===== src/hdl/accel_pkg.sv =====
// ---------------------------------------------------------------------------
// Shared sizes, payload structs, host write records and the run FSM state
// encoding for the convolution compute subsystem
// ---------------------------------------------------------------------------
package accel_pkg;

    localparam int DATA_WIDTH     = 8;
    localparam int ACC_WIDTH      = 16;
    localparam int ROW_COUNT      = 4;
    localparam int ADDR_WIDTH     = 6;
    localparam int MEM_DEPTH      = 2 ** ADDR_WIDTH;
    localparam int MEM_DATA_WIDTH = 32;
    localparam int ROW_IDX_WIDTH  = $clog2(ROW_COUNT);
    localparam int DRAIN_CYCLES   = 2;

    // Memory payloads
    typedef logic signed [DATA_WIDTH-1:0] weight_word_t;

    typedef struct packed {
        logic [ROW_COUNT-1:0][DATA_WIDTH-1:0] lane;
    } ifmap_word_t;

    // Host side writes
    typedef enum logic {SEL_WEIGHT, SEL_INPUT} mem_sel_t;

    typedef struct packed {
        logic                      en;
        mem_sel_t                  sel;
        logic [ADDR_WIDTH-1:0]     addr;
        logic [MEM_DATA_WIDTH-1:0] data;
    } mem_write_t;

    typedef enum logic [1:0] {CFG_W_START, CFG_I_START, CFG_ROUTE_SIZE} cfg_field_t;

    typedef struct packed {
        logic                  en;
        cfg_field_t            field;
        logic [ADDR_WIDTH-1:0] value;
    } cfg_write_t;

    typedef struct packed {
        logic [ADDR_WIDTH-1:0] w_start;
        logic [ADDR_WIDTH-1:0] i_start;
        logic [ADDR_WIDTH-1:0] route_size;
    } route_cfg_t;

    // Datapath
    typedef struct packed {
        logic         valid;
        weight_word_t weight;
        ifmap_word_t  ifmap;
    } operand_t;

    typedef struct packed {
        logic [ROW_COUNT-1:0][ACC_WIDTH-1:0] acc;
    } result_t;

    typedef enum logic [2:0] {IDLE, CLEAR, FETCH, DRAIN, OUTPUT, ACK} run_state_t;

endpackage


===== src/hdl/accel_top.sv =====
// ---------------------------------------------------------------------------
// Subsystem top: weight and input memories, route config, run controller,
// operand fetch, PE column and output serializer
// ---------------------------------------------------------------------------
`timescale 1ns/1ps

module accel_top import accel_pkg::*; (
    input  logic                 i_clk,
    input  logic                 i_rst_n,
    input  mem_write_t           i_mem_wr,
    input  cfg_write_t           i_cfg_wr,
    input  logic                 i_route_req,
    output logic                 o_route_ack,
    output logic [ACC_WIDTH-1:0] o_result,
    output logic                 o_result_valid
);

    logic                  w_we, i_we;
    logic                  busy, clear, start, load;
    logic                  fetch_done, out_done;
    logic [ADDR_WIDTH-1:0] w_raddr, i_raddr;
    weight_word_t          weight;
    ifmap_word_t           ifmap;
    route_cfg_t            cfg;
    operand_t              operand;
    result_t               result;

    // Host write steering
    assign w_we = i_mem_wr.en && (i_mem_wr.sel == SEL_WEIGHT);
    assign i_we = i_mem_wr.en && (i_mem_wr.sel == SEL_INPUT);

    sram_buffer #(.payload_t(weight_word_t)) w_sram_inst (
        .i_clk  (i_clk),
        .i_rst_n(i_rst_n),
        .i_we   (w_we),
        .i_waddr(i_mem_wr.addr),
        .i_wdata(weight_word_t'(i_mem_wr.data[DATA_WIDTH-1:0])),
        .i_raddr(w_raddr),
        .o_rdata(weight)
    );

    sram_buffer #(.payload_t(ifmap_word_t)) i_sram_inst (
        .i_clk  (i_clk),
        .i_rst_n(i_rst_n),
        .i_we   (i_we),
        .i_waddr(i_mem_wr.addr),
        .i_wdata(ifmap_word_t'(i_mem_wr.data)),
        .i_raddr(i_raddr),
        .o_rdata(ifmap)
    );

    route_config cfg_inst (
        .i_clk(i_clk), .i_rst_n(i_rst_n), .i_cfg_wr(i_cfg_wr), .i_busy(busy), .o_cfg(cfg)
    );

    route_controller ctrl_inst (
        .i_clk       (i_clk),
        .i_rst_n     (i_rst_n),
        .i_route_req (i_route_req),
        .o_route_ack (o_route_ack),
        .o_busy      (busy),
        .o_clear     (clear),
        .o_start     (start),
        .o_load      (load),
        .i_fetch_done(fetch_done),
        .i_out_done  (out_done)
    );

    operand_fetch fetch_inst (
        .i_clk(i_clk), .i_rst_n(i_rst_n), .i_start(start), .i_cfg(cfg),
        .o_w_raddr(w_raddr), .o_i_raddr(i_raddr), .i_weight(weight), .i_ifmap(ifmap),
        .o_operand(operand), .o_fetch_done(fetch_done)
    );

    pe_column pe_inst (
        .i_clk(i_clk), .i_rst_n(i_rst_n), .i_clear(clear), .i_operand(operand),
        .o_result(result)
    );

    output_router or_inst (
        .i_clk(i_clk), .i_rst_n(i_rst_n), .i_load(load), .i_result(result),
        .o_result(o_result), .o_result_valid(o_result_valid), .o_out_done(out_done)
    );

endmodule


===== src/hdl/operand_fetch.sv =====
// ---------------------------------------------------------------------------
// Operand fetch: steps both memory read addresses together and pairs the
// returned weight and input words with a delayed valid
// ---------------------------------------------------------------------------
`timescale 1ns/1ps

module operand_fetch import accel_pkg::*; (
    input  logic                  i_clk,
    input  logic                  i_rst_n,
    input  logic                  i_start,
    input  route_cfg_t            i_cfg,
    output logic [ADDR_WIDTH-1:0] o_w_raddr,
    output logic [ADDR_WIDTH-1:0] o_i_raddr,
    input  weight_word_t          i_weight,
    input  ifmap_word_t           i_ifmap,
    output operand_t              o_operand,
    output logic                  o_fetch_done
);

    logic                  active;
    logic [ADDR_WIDTH-1:0] remaining;
    logic                  empty_done;
    logic                  issue_d;

    always_ff @(posedge i_clk or negedge i_rst_n) begin
        if (!i_rst_n) begin
            active     <= 1'b0;
            remaining  <= '0;
            empty_done <= 1'b0;
            issue_d    <= 1'b0;
            o_w_raddr  <= '0;
            o_i_raddr  <= '0;
        end else begin
            // Read data comes back one cycle after its address
            issue_d    <= active;
            empty_done <= i_start && (i_cfg.route_size == '0);
            if (i_start) begin
                active    <= (i_cfg.route_size != '0);
                remaining <= i_cfg.route_size;
                o_w_raddr <= i_cfg.w_start;
                o_i_raddr <= i_cfg.i_start;
            end else if (active) begin
                // Addresses wrap around the 64 entries
                o_w_raddr <= o_w_raddr + 1'b1;
                o_i_raddr <= o_i_raddr + 1'b1;
                remaining <= remaining - 1'b1;
                if (remaining == ADDR_WIDTH'(1)) begin
                    active <= 1'b0;
                end
            end
        end
    end

    // Done with the last address, or right away for an empty route
    assign o_fetch_done = (active && (remaining == ADDR_WIDTH'(1))) || empty_done;

    assign o_operand = '{valid: issue_d, weight: i_weight, ifmap: i_ifmap};

endmodule


===== src/hdl/output_router.sv =====
// ---------------------------------------------------------------------------
// Result serializer: captures the row accumulators and sends them out
// one row per cycle, flagging the last one
// ---------------------------------------------------------------------------
`timescale 1ns/1ps

module output_router import accel_pkg::*; (
    input  logic                 i_clk,
    input  logic                 i_rst_n,
    input  logic                 i_load,
    input  result_t              i_result,
    output logic [ACC_WIDTH-1:0] o_result,
    output logic                 o_result_valid,
    output logic                 o_out_done
);

    result_t                  shift_q;
    logic [ROW_IDX_WIDTH-1:0] row_q;
    logic                     valid_q;

    // Row 0 always sits at the bottom of the shift register
    always_ff @(posedge i_clk) begin
        if (i_load) begin
            shift_q <= i_result;
        end else if (valid_q) begin
            shift_q.acc <= {{ACC_WIDTH{1'b0}}, shift_q.acc[ROW_COUNT-1:1]};
        end
    end

    always_ff @(posedge i_clk or negedge i_rst_n) begin
        if (!i_rst_n) begin
            valid_q <= 1'b0;
            row_q   <= '0;
        end else if (i_load) begin
            valid_q <= 1'b1;
            row_q   <= '0;
        end else if (valid_q) begin
            row_q <= row_q + 1'b1;
            if (o_out_done) begin
                valid_q <= 1'b0;
            end
        end
    end

    assign o_result       = shift_q.acc[0];
    assign o_result_valid = valid_q;
    assign o_out_done     = valid_q && (row_q == ROW_IDX_WIDTH'(ROW_COUNT - 1));

endmodule


===== src/hdl/pe_column.sv =====
// ---------------------------------------------------------------------------
// One column of four multiply-accumulate elements, weight broadcast to
// all rows, product stage followed by a wrapping accumulator
// ---------------------------------------------------------------------------
`timescale 1ns/1ps

module pe_column import accel_pkg::*; (
    input  logic     i_clk,
    input  logic     i_rst_n,
    input  logic     i_clear,
    input  operand_t i_operand,
    output result_t  o_result
);

    logic [ROW_COUNT-1:0][ACC_WIDTH-1:0] product;
    logic                                prod_valid;
    result_t                             acc_q;

    // Product stage, row r takes lane r
    always_ff @(posedge i_clk) begin
        for (int r = 0; r < ROW_COUNT; r++) begin
            product[r] <= ACC_WIDTH'($signed(i_operand.ifmap.lane[r]) * i_operand.weight);
        end
    end

    always_ff @(posedge i_clk or negedge i_rst_n) begin
        if (!i_rst_n) begin
            prod_valid <= 1'b0;
        end else if (i_clear) begin
            prod_valid <= 1'b0;
        end else begin
            prod_valid <= i_operand.valid;
        end
    end

    // Accumulate stage, 16 bit wraparound
    always_ff @(posedge i_clk or negedge i_rst_n) begin
        if (!i_rst_n) begin
            acc_q <= '0;
        end else if (i_clear) begin
            acc_q <= '0;
        end else if (prod_valid) begin
            for (int r = 0; r < ROW_COUNT; r++) begin
                acc_q.acc[r] <= acc_q.acc[r] + product[r];
            end
        end
    end

    assign o_result = acc_q;

endmodule


===== src/hdl/route_config.sv =====
// ---------------------------------------------------------------------------
// Route parameter registers written by the host, held steady while a run
// is in progress
// ---------------------------------------------------------------------------
`timescale 1ns/1ps

module route_config import accel_pkg::*; (
    input  logic       i_clk,
    input  logic       i_rst_n,
    input  cfg_write_t i_cfg_wr,
    input  logic       i_busy,
    output route_cfg_t o_cfg
);

    route_cfg_t cfg_q;
    logic       wr_ok;

    // Writes are dropped for the length of a run
    assign wr_ok = i_cfg_wr.en && !i_busy;

    always_ff @(posedge i_clk or negedge i_rst_n) begin
        if (!i_rst_n) begin
            cfg_q <= '0;
        end else if (wr_ok) begin
            unique case (i_cfg_wr.field)
                CFG_W_START: begin
                    cfg_q.w_start <= i_cfg_wr.value;
                end
                CFG_I_START: begin
                    cfg_q.i_start <= i_cfg_wr.value;
                end
                CFG_ROUTE_SIZE: begin
                    cfg_q.route_size <= i_cfg_wr.value;
                end
                default: begin
                    cfg_q <= cfg_q;
                end
            endcase
        end
    end

    assign o_cfg = cfg_q;

endmodule


===== src/hdl/route_controller.sv =====
// ---------------------------------------------------------------------------
// Run sequencer: req/ack handshake with the host, accumulator clear,
// fetch start, pipeline drain and result readout
// ---------------------------------------------------------------------------
`timescale 1ns/1ps

module route_controller import accel_pkg::*; (
    input  logic i_clk,
    input  logic i_rst_n,
    input  logic i_route_req,
    output logic o_route_ack,
    output logic o_busy,
    output logic o_clear,
    output logic o_start,
    output logic o_load,
    input  logic i_fetch_done,
    input  logic i_out_done
);

    run_state_t state_q;
    run_state_t state_d;
    logic       drain_cnt;
    logic       drain_last;
    logic       load_q;

    assign drain_last = (drain_cnt == 1'(DRAIN_CYCLES - 1));

    always_comb begin
        state_d = state_q;
        unique case (state_q)
            IDLE: begin
                if (i_route_req) begin
                    state_d = CLEAR;
                end
            end
            CLEAR: begin
                state_d = FETCH;
            end
            FETCH: begin
                if (i_fetch_done) begin
                    state_d = DRAIN;
                end
            end
            DRAIN: begin
                if (drain_last) begin
                    state_d = OUTPUT;
                end
            end
            OUTPUT: begin
                if (i_out_done) begin
                    state_d = ACK;
                end
            end
            ACK: begin
                // Hold until the host drops req
                if (!i_route_req) begin
                    state_d = IDLE;
                end
            end
            default: begin
                state_d = IDLE;
            end
        endcase
    end

    always_ff @(posedge i_clk or negedge i_rst_n) begin
        if (!i_rst_n) begin
            state_q   <= IDLE;
            drain_cnt <= 1'b0;
            load_q    <= 1'b0;
        end else begin
            state_q   <= state_d;
            drain_cnt <= (state_q == DRAIN) ? drain_cnt + 1'b1 : 1'b0;
            // Single load pulse on entry to OUTPUT
            load_q    <= (state_q == DRAIN) && drain_last;
        end
    end

    assign o_busy      = (state_q != IDLE);
    assign o_clear     = (state_q == CLEAR);
    assign o_start     = (state_q == CLEAR);
    assign o_load      = load_q;
    assign o_route_ack = (state_q == ACK);

endmodule


===== src/hdl/sram_buffer.sv =====
// ---------------------------------------------------------------------------
// Register array memory, one write port and one registered read port,
// with the stored word type given by a type parameter
// ---------------------------------------------------------------------------
`timescale 1ns/1ps

module sram_buffer import accel_pkg::*; #(
    parameter type payload_t = logic [DATA_WIDTH-1:0]
)(
    input  logic                  i_clk,
    input  logic                  i_rst_n,
    input  logic                  i_we,
    input  logic [ADDR_WIDTH-1:0] i_waddr,
    input  payload_t              i_wdata,
    input  logic [ADDR_WIDTH-1:0] i_raddr,
    output payload_t              o_rdata
);

    payload_t mem [MEM_DEPTH];

    // Storage array
    always_ff @(posedge i_clk) begin
        if (i_we) begin
            mem[i_waddr] <= i_wdata;
        end
    end

    // One cycle read latency
    always_ff @(posedge i_clk or negedge i_rst_n) begin
        if (!i_rst_n) begin
            o_rdata <= '0;
        end else begin
            o_rdata <= mem[i_raddr];
        end
    end

endmodule


===== config.mk =====
export PLATFORM = sky130hd
export DESIGN_NAME = accel_top
export DESIGN_NICKNAME = d
export VERILOG_FILES = /design/src/hdl/accel_pkg.sv /design/src/hdl/accel_top.sv /design/src/hdl/operand_fetch.sv /design/src/hdl/output_router.sv /design/src/hdl/pe_column.sv /design/src/hdl/route_config.sv /design/src/hdl/route_controller.sv /design/src/hdl/sram_buffer.sv
export SDC_FILE = /design/constraint.sdc
export NUM_CORES = 2
export LEC_CHECK = 0
export BUFFER_PORTS_ARGS = -buffer_cell sky130_fd_sc_hd__buf_2
export CAP_MARGIN = 20
export CORE_ASPECT_RATIO = 0.6
export CORE_MARGIN = 5
export CORE_UTILIZATION = 56
export DETAILED_ROUTE_END_ITERATION = 10
export MAX_ROUTING_LAYER = met4
export PLACE_DENSITY = 0.75
export SLEW_MARGIN = 0
export SYNTH_ARGS = -nofsm -noshare
export SYNTH_HDL_FRONTEND = slang
export SYNTH_SLANG_ARGS = --single-unit

===== constraint.sdc =====
create_clock -name i_clk -period 4.1 [get_ports i_clk]
set_input_delay 0 -clock i_clk [delete_from_list [all_inputs] [get_ports i_clk]]
set_output_delay 0 -clock i_clk [all_outputs]
set_load 0.02 [all_outputs]

==> flow_metrics.env <==
export IMPL_port_buffers=69
export IMPL_htree_levels=4
export IMPL_synthMuxAreaShare=0.151
export IMPL_cp_top_family="adder cells"
export IMPL_io_pins=70
export IMPL_setup_viol=15
export IMPL_ant_nets=0
export IMPL_cts_clk_slew_worst_paths_ns=0.07
export IMPL_synthSimpleGateAreaFrac=0.0380
export IMPL_synthArstFlopShare=0.0535
export IMPL_via_per_inst=6.47
export IMPL_grt_use_total=0.286
export IMPL_worst_setup_path_start_kind="register"
export IMPL_routed_wl_um=312000
export IMPL_yosysWarnings=0
export IMPL_synth_compound_area_share=0.0273
export IMPL_dp_slack_ns=-0.246
export IMPL_routabilityCongestion=0.867
export IMPL_cp_arrival_ns=5.03
export IMPL_cts_sinks=2840
export IMPL_core_area_um2=213000
export IMPL_syn_num_nets=6900
export IMPL_grt_max_degree=91
export IMPL_wl_per_cell_um=31.1
export IMPL_drc=0
export IMPL_synth_top_area_frac=0.654
export IMPL_maxSlewHeadroom=0.214
export IMPL_clkLatencyLatePin_ns=0.91
export IMPL_hold_viol=0
export IMPL_final_setup_worst_slack_ns=-0.212
export IMPL_synthFlopType="edfxtp_1"
export IMPL_crit_path_start="w_sram_inst.o_rdata[1]"
export IMPL_gr_total_overflow=0
export IMPL_die_h_um=369
export IMPL_drive_gt1_frac=0.253
export IMPL_ys_top_cells_by_area="edfxtp_1 65%, mux4_2 13%, fa_1 3.7%, dfrtp_1 3.2%, ha_1 1.9%"
export IMPL_maxCapViolCount=0
export IMPL_synth_seq_cells=2840
export IMPL_r2r_start="w_sram_inst.o_rdata[1]"
export IMPL_clockBufferDepth=4
export IMPL_synth_seq_area_share=0.696
export IMPL_critPathBufInv=6
export IMPL_dp_hpwl_um=189000
export IMPL_first_global_vias=64940
export IMPL_initial_core_util=0.565
export IMPL_tightest_slew_ns=1.18
export IMPL_synthAdderAreaFrac=0.0560
export IMPL_synth_xor_xnor_area_share=0.00763
export IMPL_grt_pass1_wl_um=454000
export IMPL_multi_input_area_um2=34700
export IMPL_drtIter0Drc=9905
export IMPL_violations="setup timing"
export IMPL_skew_ns=0.0650
export IMPL_fmax_ghz=0.232
export IMPL_synth_edff_count=2624
export IMPL_crit_chain="buf_12 -> and2_4 -> fa_1 -> inv_2 -> fa_1 -> inv_2 -> fa_1 -> inv_1 -> fa_1 -> inv_2 -> ha_4 -> inv_2 -> o21ai_2 -> o211a_1 -> o311a_1 -> o41ai_2 -> xnor2_1"
export IMPL_cpMaxStageDelayCell="fa_1"
export IMPL_seq_area_um2=83900
export IMPL_antenna_found_initial=17
export IMPL_end_kind="register"
export IMPL_cts_tree="yes"
export IMPL_synth_top_family_by_area="multiplexers"
export IMPL_netlist_instances=6443
export IMPL_min_period_ns=4.31
export IMPL_status="finished, violations left"
export IMPL_syn_cell_area_um2=120000
export IMPL_dieArea_um2=225000
export IMPL_synth_cell_types=72
export IMPL_hold_class="primary input to register"
export IMPL_die_width_um=609
export IMPL_syn2layout_area_growth_pct=13.0
export IMPL_cts_buffers=239
export IMPL_syn_avg_cell_area_um2=18.7
export IMPL_crit_type="register to register"
export IMPL_rsz0062_at_grt="true"
export IMPL_num_vias=64708
export IMPL_synth_top_cell_by_area="edfxtp_1"
export IMPL_nets=7402
export IMPL_drt_first_pass_iters=6
export IMPL_drv_slew=0
export IMPL_finalCritPeriodShare=1.05
export IMPL_required_ns=4.82
export IMPL_hold_start="i_mem_wr[19]"
export IMPL_crit_path_max_incr_delay_ns=0.53
export IMPL_crit_fanout=15
export IMPL_rows=131
export IMPL_nFillCells=14015
export IMPL_cts_root_buffer="clkbuf_16"
final timing paths:
kind | to | slack (ns) | depth (start not counted)
hold / removal | i_sram_inst.mem[1][19] | 0.08 | 2
setup / recovery | pe_inst.product[47] | -0.21 | 17
max in group asynchronous | fetch_inst.o_w_raddr[0] | 3.25 | 4
hold reg to reg | pe_inst.prod_valid | 0.44 | 1
min in group asynchronous | pe_inst.o_result[29] | 0.32 | 4
setup reg to reg | pe_inst.product[47] | -0.21 | 17
flip-flops by register name, summed over array words and instances (netlist names):
| name | cells |
|---|---|
| i_sram_inst.mem | 2048 |
| w_sram_inst.mem | 512 |
| pe_inst.o_result | 64 |
| pe_inst.product | 64 |
| or_inst.shift_q | 48 |
| i_sram_inst.o_rdata | 32 |
| cfg_inst.o_cfg | 18 |
| or_inst.o_result | 16 |
| w_sram_inst.o_rdata | 8 |
| fetch_inst.o_i_raddr | 6 |
| fetch_inst.o_w_raddr | 6 |
| fetch_inst.remaining | 6 |
| ctrl_inst.state_q | 3 |
| or_inst.row_q | 2 |
| ctrl_inst.drain_cnt | 1 |
| ctrl_inst.o_load | 1 |
| fetch_inst.active | 1 |
| fetch_inst.empty_done | 1 |
| fetch_inst.issue_d | 1 |
| or_inst.o_result_valid | 1 |
| pe_inst.prod_valid | 1 |
metal layers:
metal  vias to the layer above  part of all wire  track usage  wire (um)
met4                         0             0.027       0.0663       8500
met5                         -                 0            -          0
li1                      26188                 -            -          -
met2                      4485              0.42        0.391     132000
met3                       590              0.16       0.0916      48800
met1                     33445              0.39        0.425     122000
final cells by class:
type                            instances  area share
Antenna cell                            9    0.000166
Tap cell                             2859      0.0263
Clock inverter                        125     0.00761
Sequential cell                      2840       0.617
Timing Repair Buffer                  570      0.0375
Multi-Input combinational cell       2923       0.255
Inverter                              371      0.0103
Clock buffer                          307      0.0462
cells by family (layout without fill, tap and decap cells):
group / count (synthesis) / count (layout)
DFF: 2840 / 2840
muxes: 953 / 953
and+or+nand+nor: 941 / 941
buffers and inverters: 680 / 1373
AOI/OAI and AO/OA: 519 / 519
adders and majority gates: 405 / 405
xor gates and xnor gates: 105 / 105
other: 0 / 9
cells in the final DEF, fill, tap and decap left out, drive strengths merged, types with 65 or more instances in the layout:
| cell type | Yosys | layout |
|---|---|---|
| dfrtp | 152 | 152 |
| clkinv | 4 | 99 |
| mux2i | 197 | 197 |
| fa | 224 | 224 |
| nor2 | 262 | 262 |
| buf | 149 | 502 |
| mux2 | 76 | 76 |
| inv | 367 | 375 |
| nand2 | 249 | 249 |
| edfxtp | 2624 | 2624 |
| xnor2 | 87 | 87 |
| a21oi | 138 | 138 |
| clkbuf | 160 | 309 |
| ha | 181 | 181 |
| and2 | 200 | 200 |
| mux4 | 680 | 680 |
| o21ai | 149 | 149 |
| dlygate4sd3 | 0 | 65 |
per-stage QoR:
| step | cell area [um2] | instances | hold slack [ns] | TNS [ns] | util |
|---|---|---|---|---|---|
| final | 136000 | 10004 | 0.0753 | -1.25 | 0.638 |
| after global routing | 136000 | 10000 | 0.0556 | -4.23 | 0.638 |
| after CTS | 135000 | 9973 | 0.0679 | -1.27 | 0.635 |
| after detailed placement | 127000 | 9465 | 0.0656 | -2.21 | 0.596 |
| after global placement | 127000 | 9464 | 0.0559 | -1.48 | 0.596 |
| after floorplan | 121000 | 6443 | -0.296 | -0.0462 | - |
worst reg2reg max path, cell delays in order (launching register included):
cell	delay [ns]
dfrtp_1	0.40
buf_12	0.16
and2_4	0.16
fa_1	0.52
inv_2	0.04
fa_1	0.52
inv_2	0.04
fa_1	0.53
inv_1	0.05
fa_1	0.49
inv_2	0.04
ha_4	0.22
inv_2	0.06
o21ai_2	0.06
o211a_1	0.12
o311a_1	0.34
o41ai_2	0.27
xnor2_1	0.11
synthesized netlist by cell type, types with 29 or more instances:
cell	number
mux4_2	680
buf_4	42
dfrtp_1	152
mux2i_1	197
inv_1	363
buf_1	29
nor2_1	262
clkbuf_1	160
a21oi_1	138
buf_2	62
mux2_2	76
fa_1	224
and2_1	199
xnor2_1	87
o221ai_1	43
nand2_1	249
ha_1	181
dfxtp_1	64
edfxtp_1	2624
nor3_1	35
nand3_1	39
nor2b_1	47
o21ai_0	149
repair_timing:
| action | in CTS | in global routing |
|---|---|---|
| pin swaps | 30 | 21 |
| setup endpoints to repair | 21 | 29 |
| buffers inserted | 10 | 3 |
| gates cloned | 0 | 2 |
| hold buffers | 66 | 0 |
| resized for setup | 64 | 66 |
| hold endpoints to repair | 2597 | 0 |
Power is not shown: default switching activity piles up to over one toggle a cycle in this logic, so the estimate is an artifact.
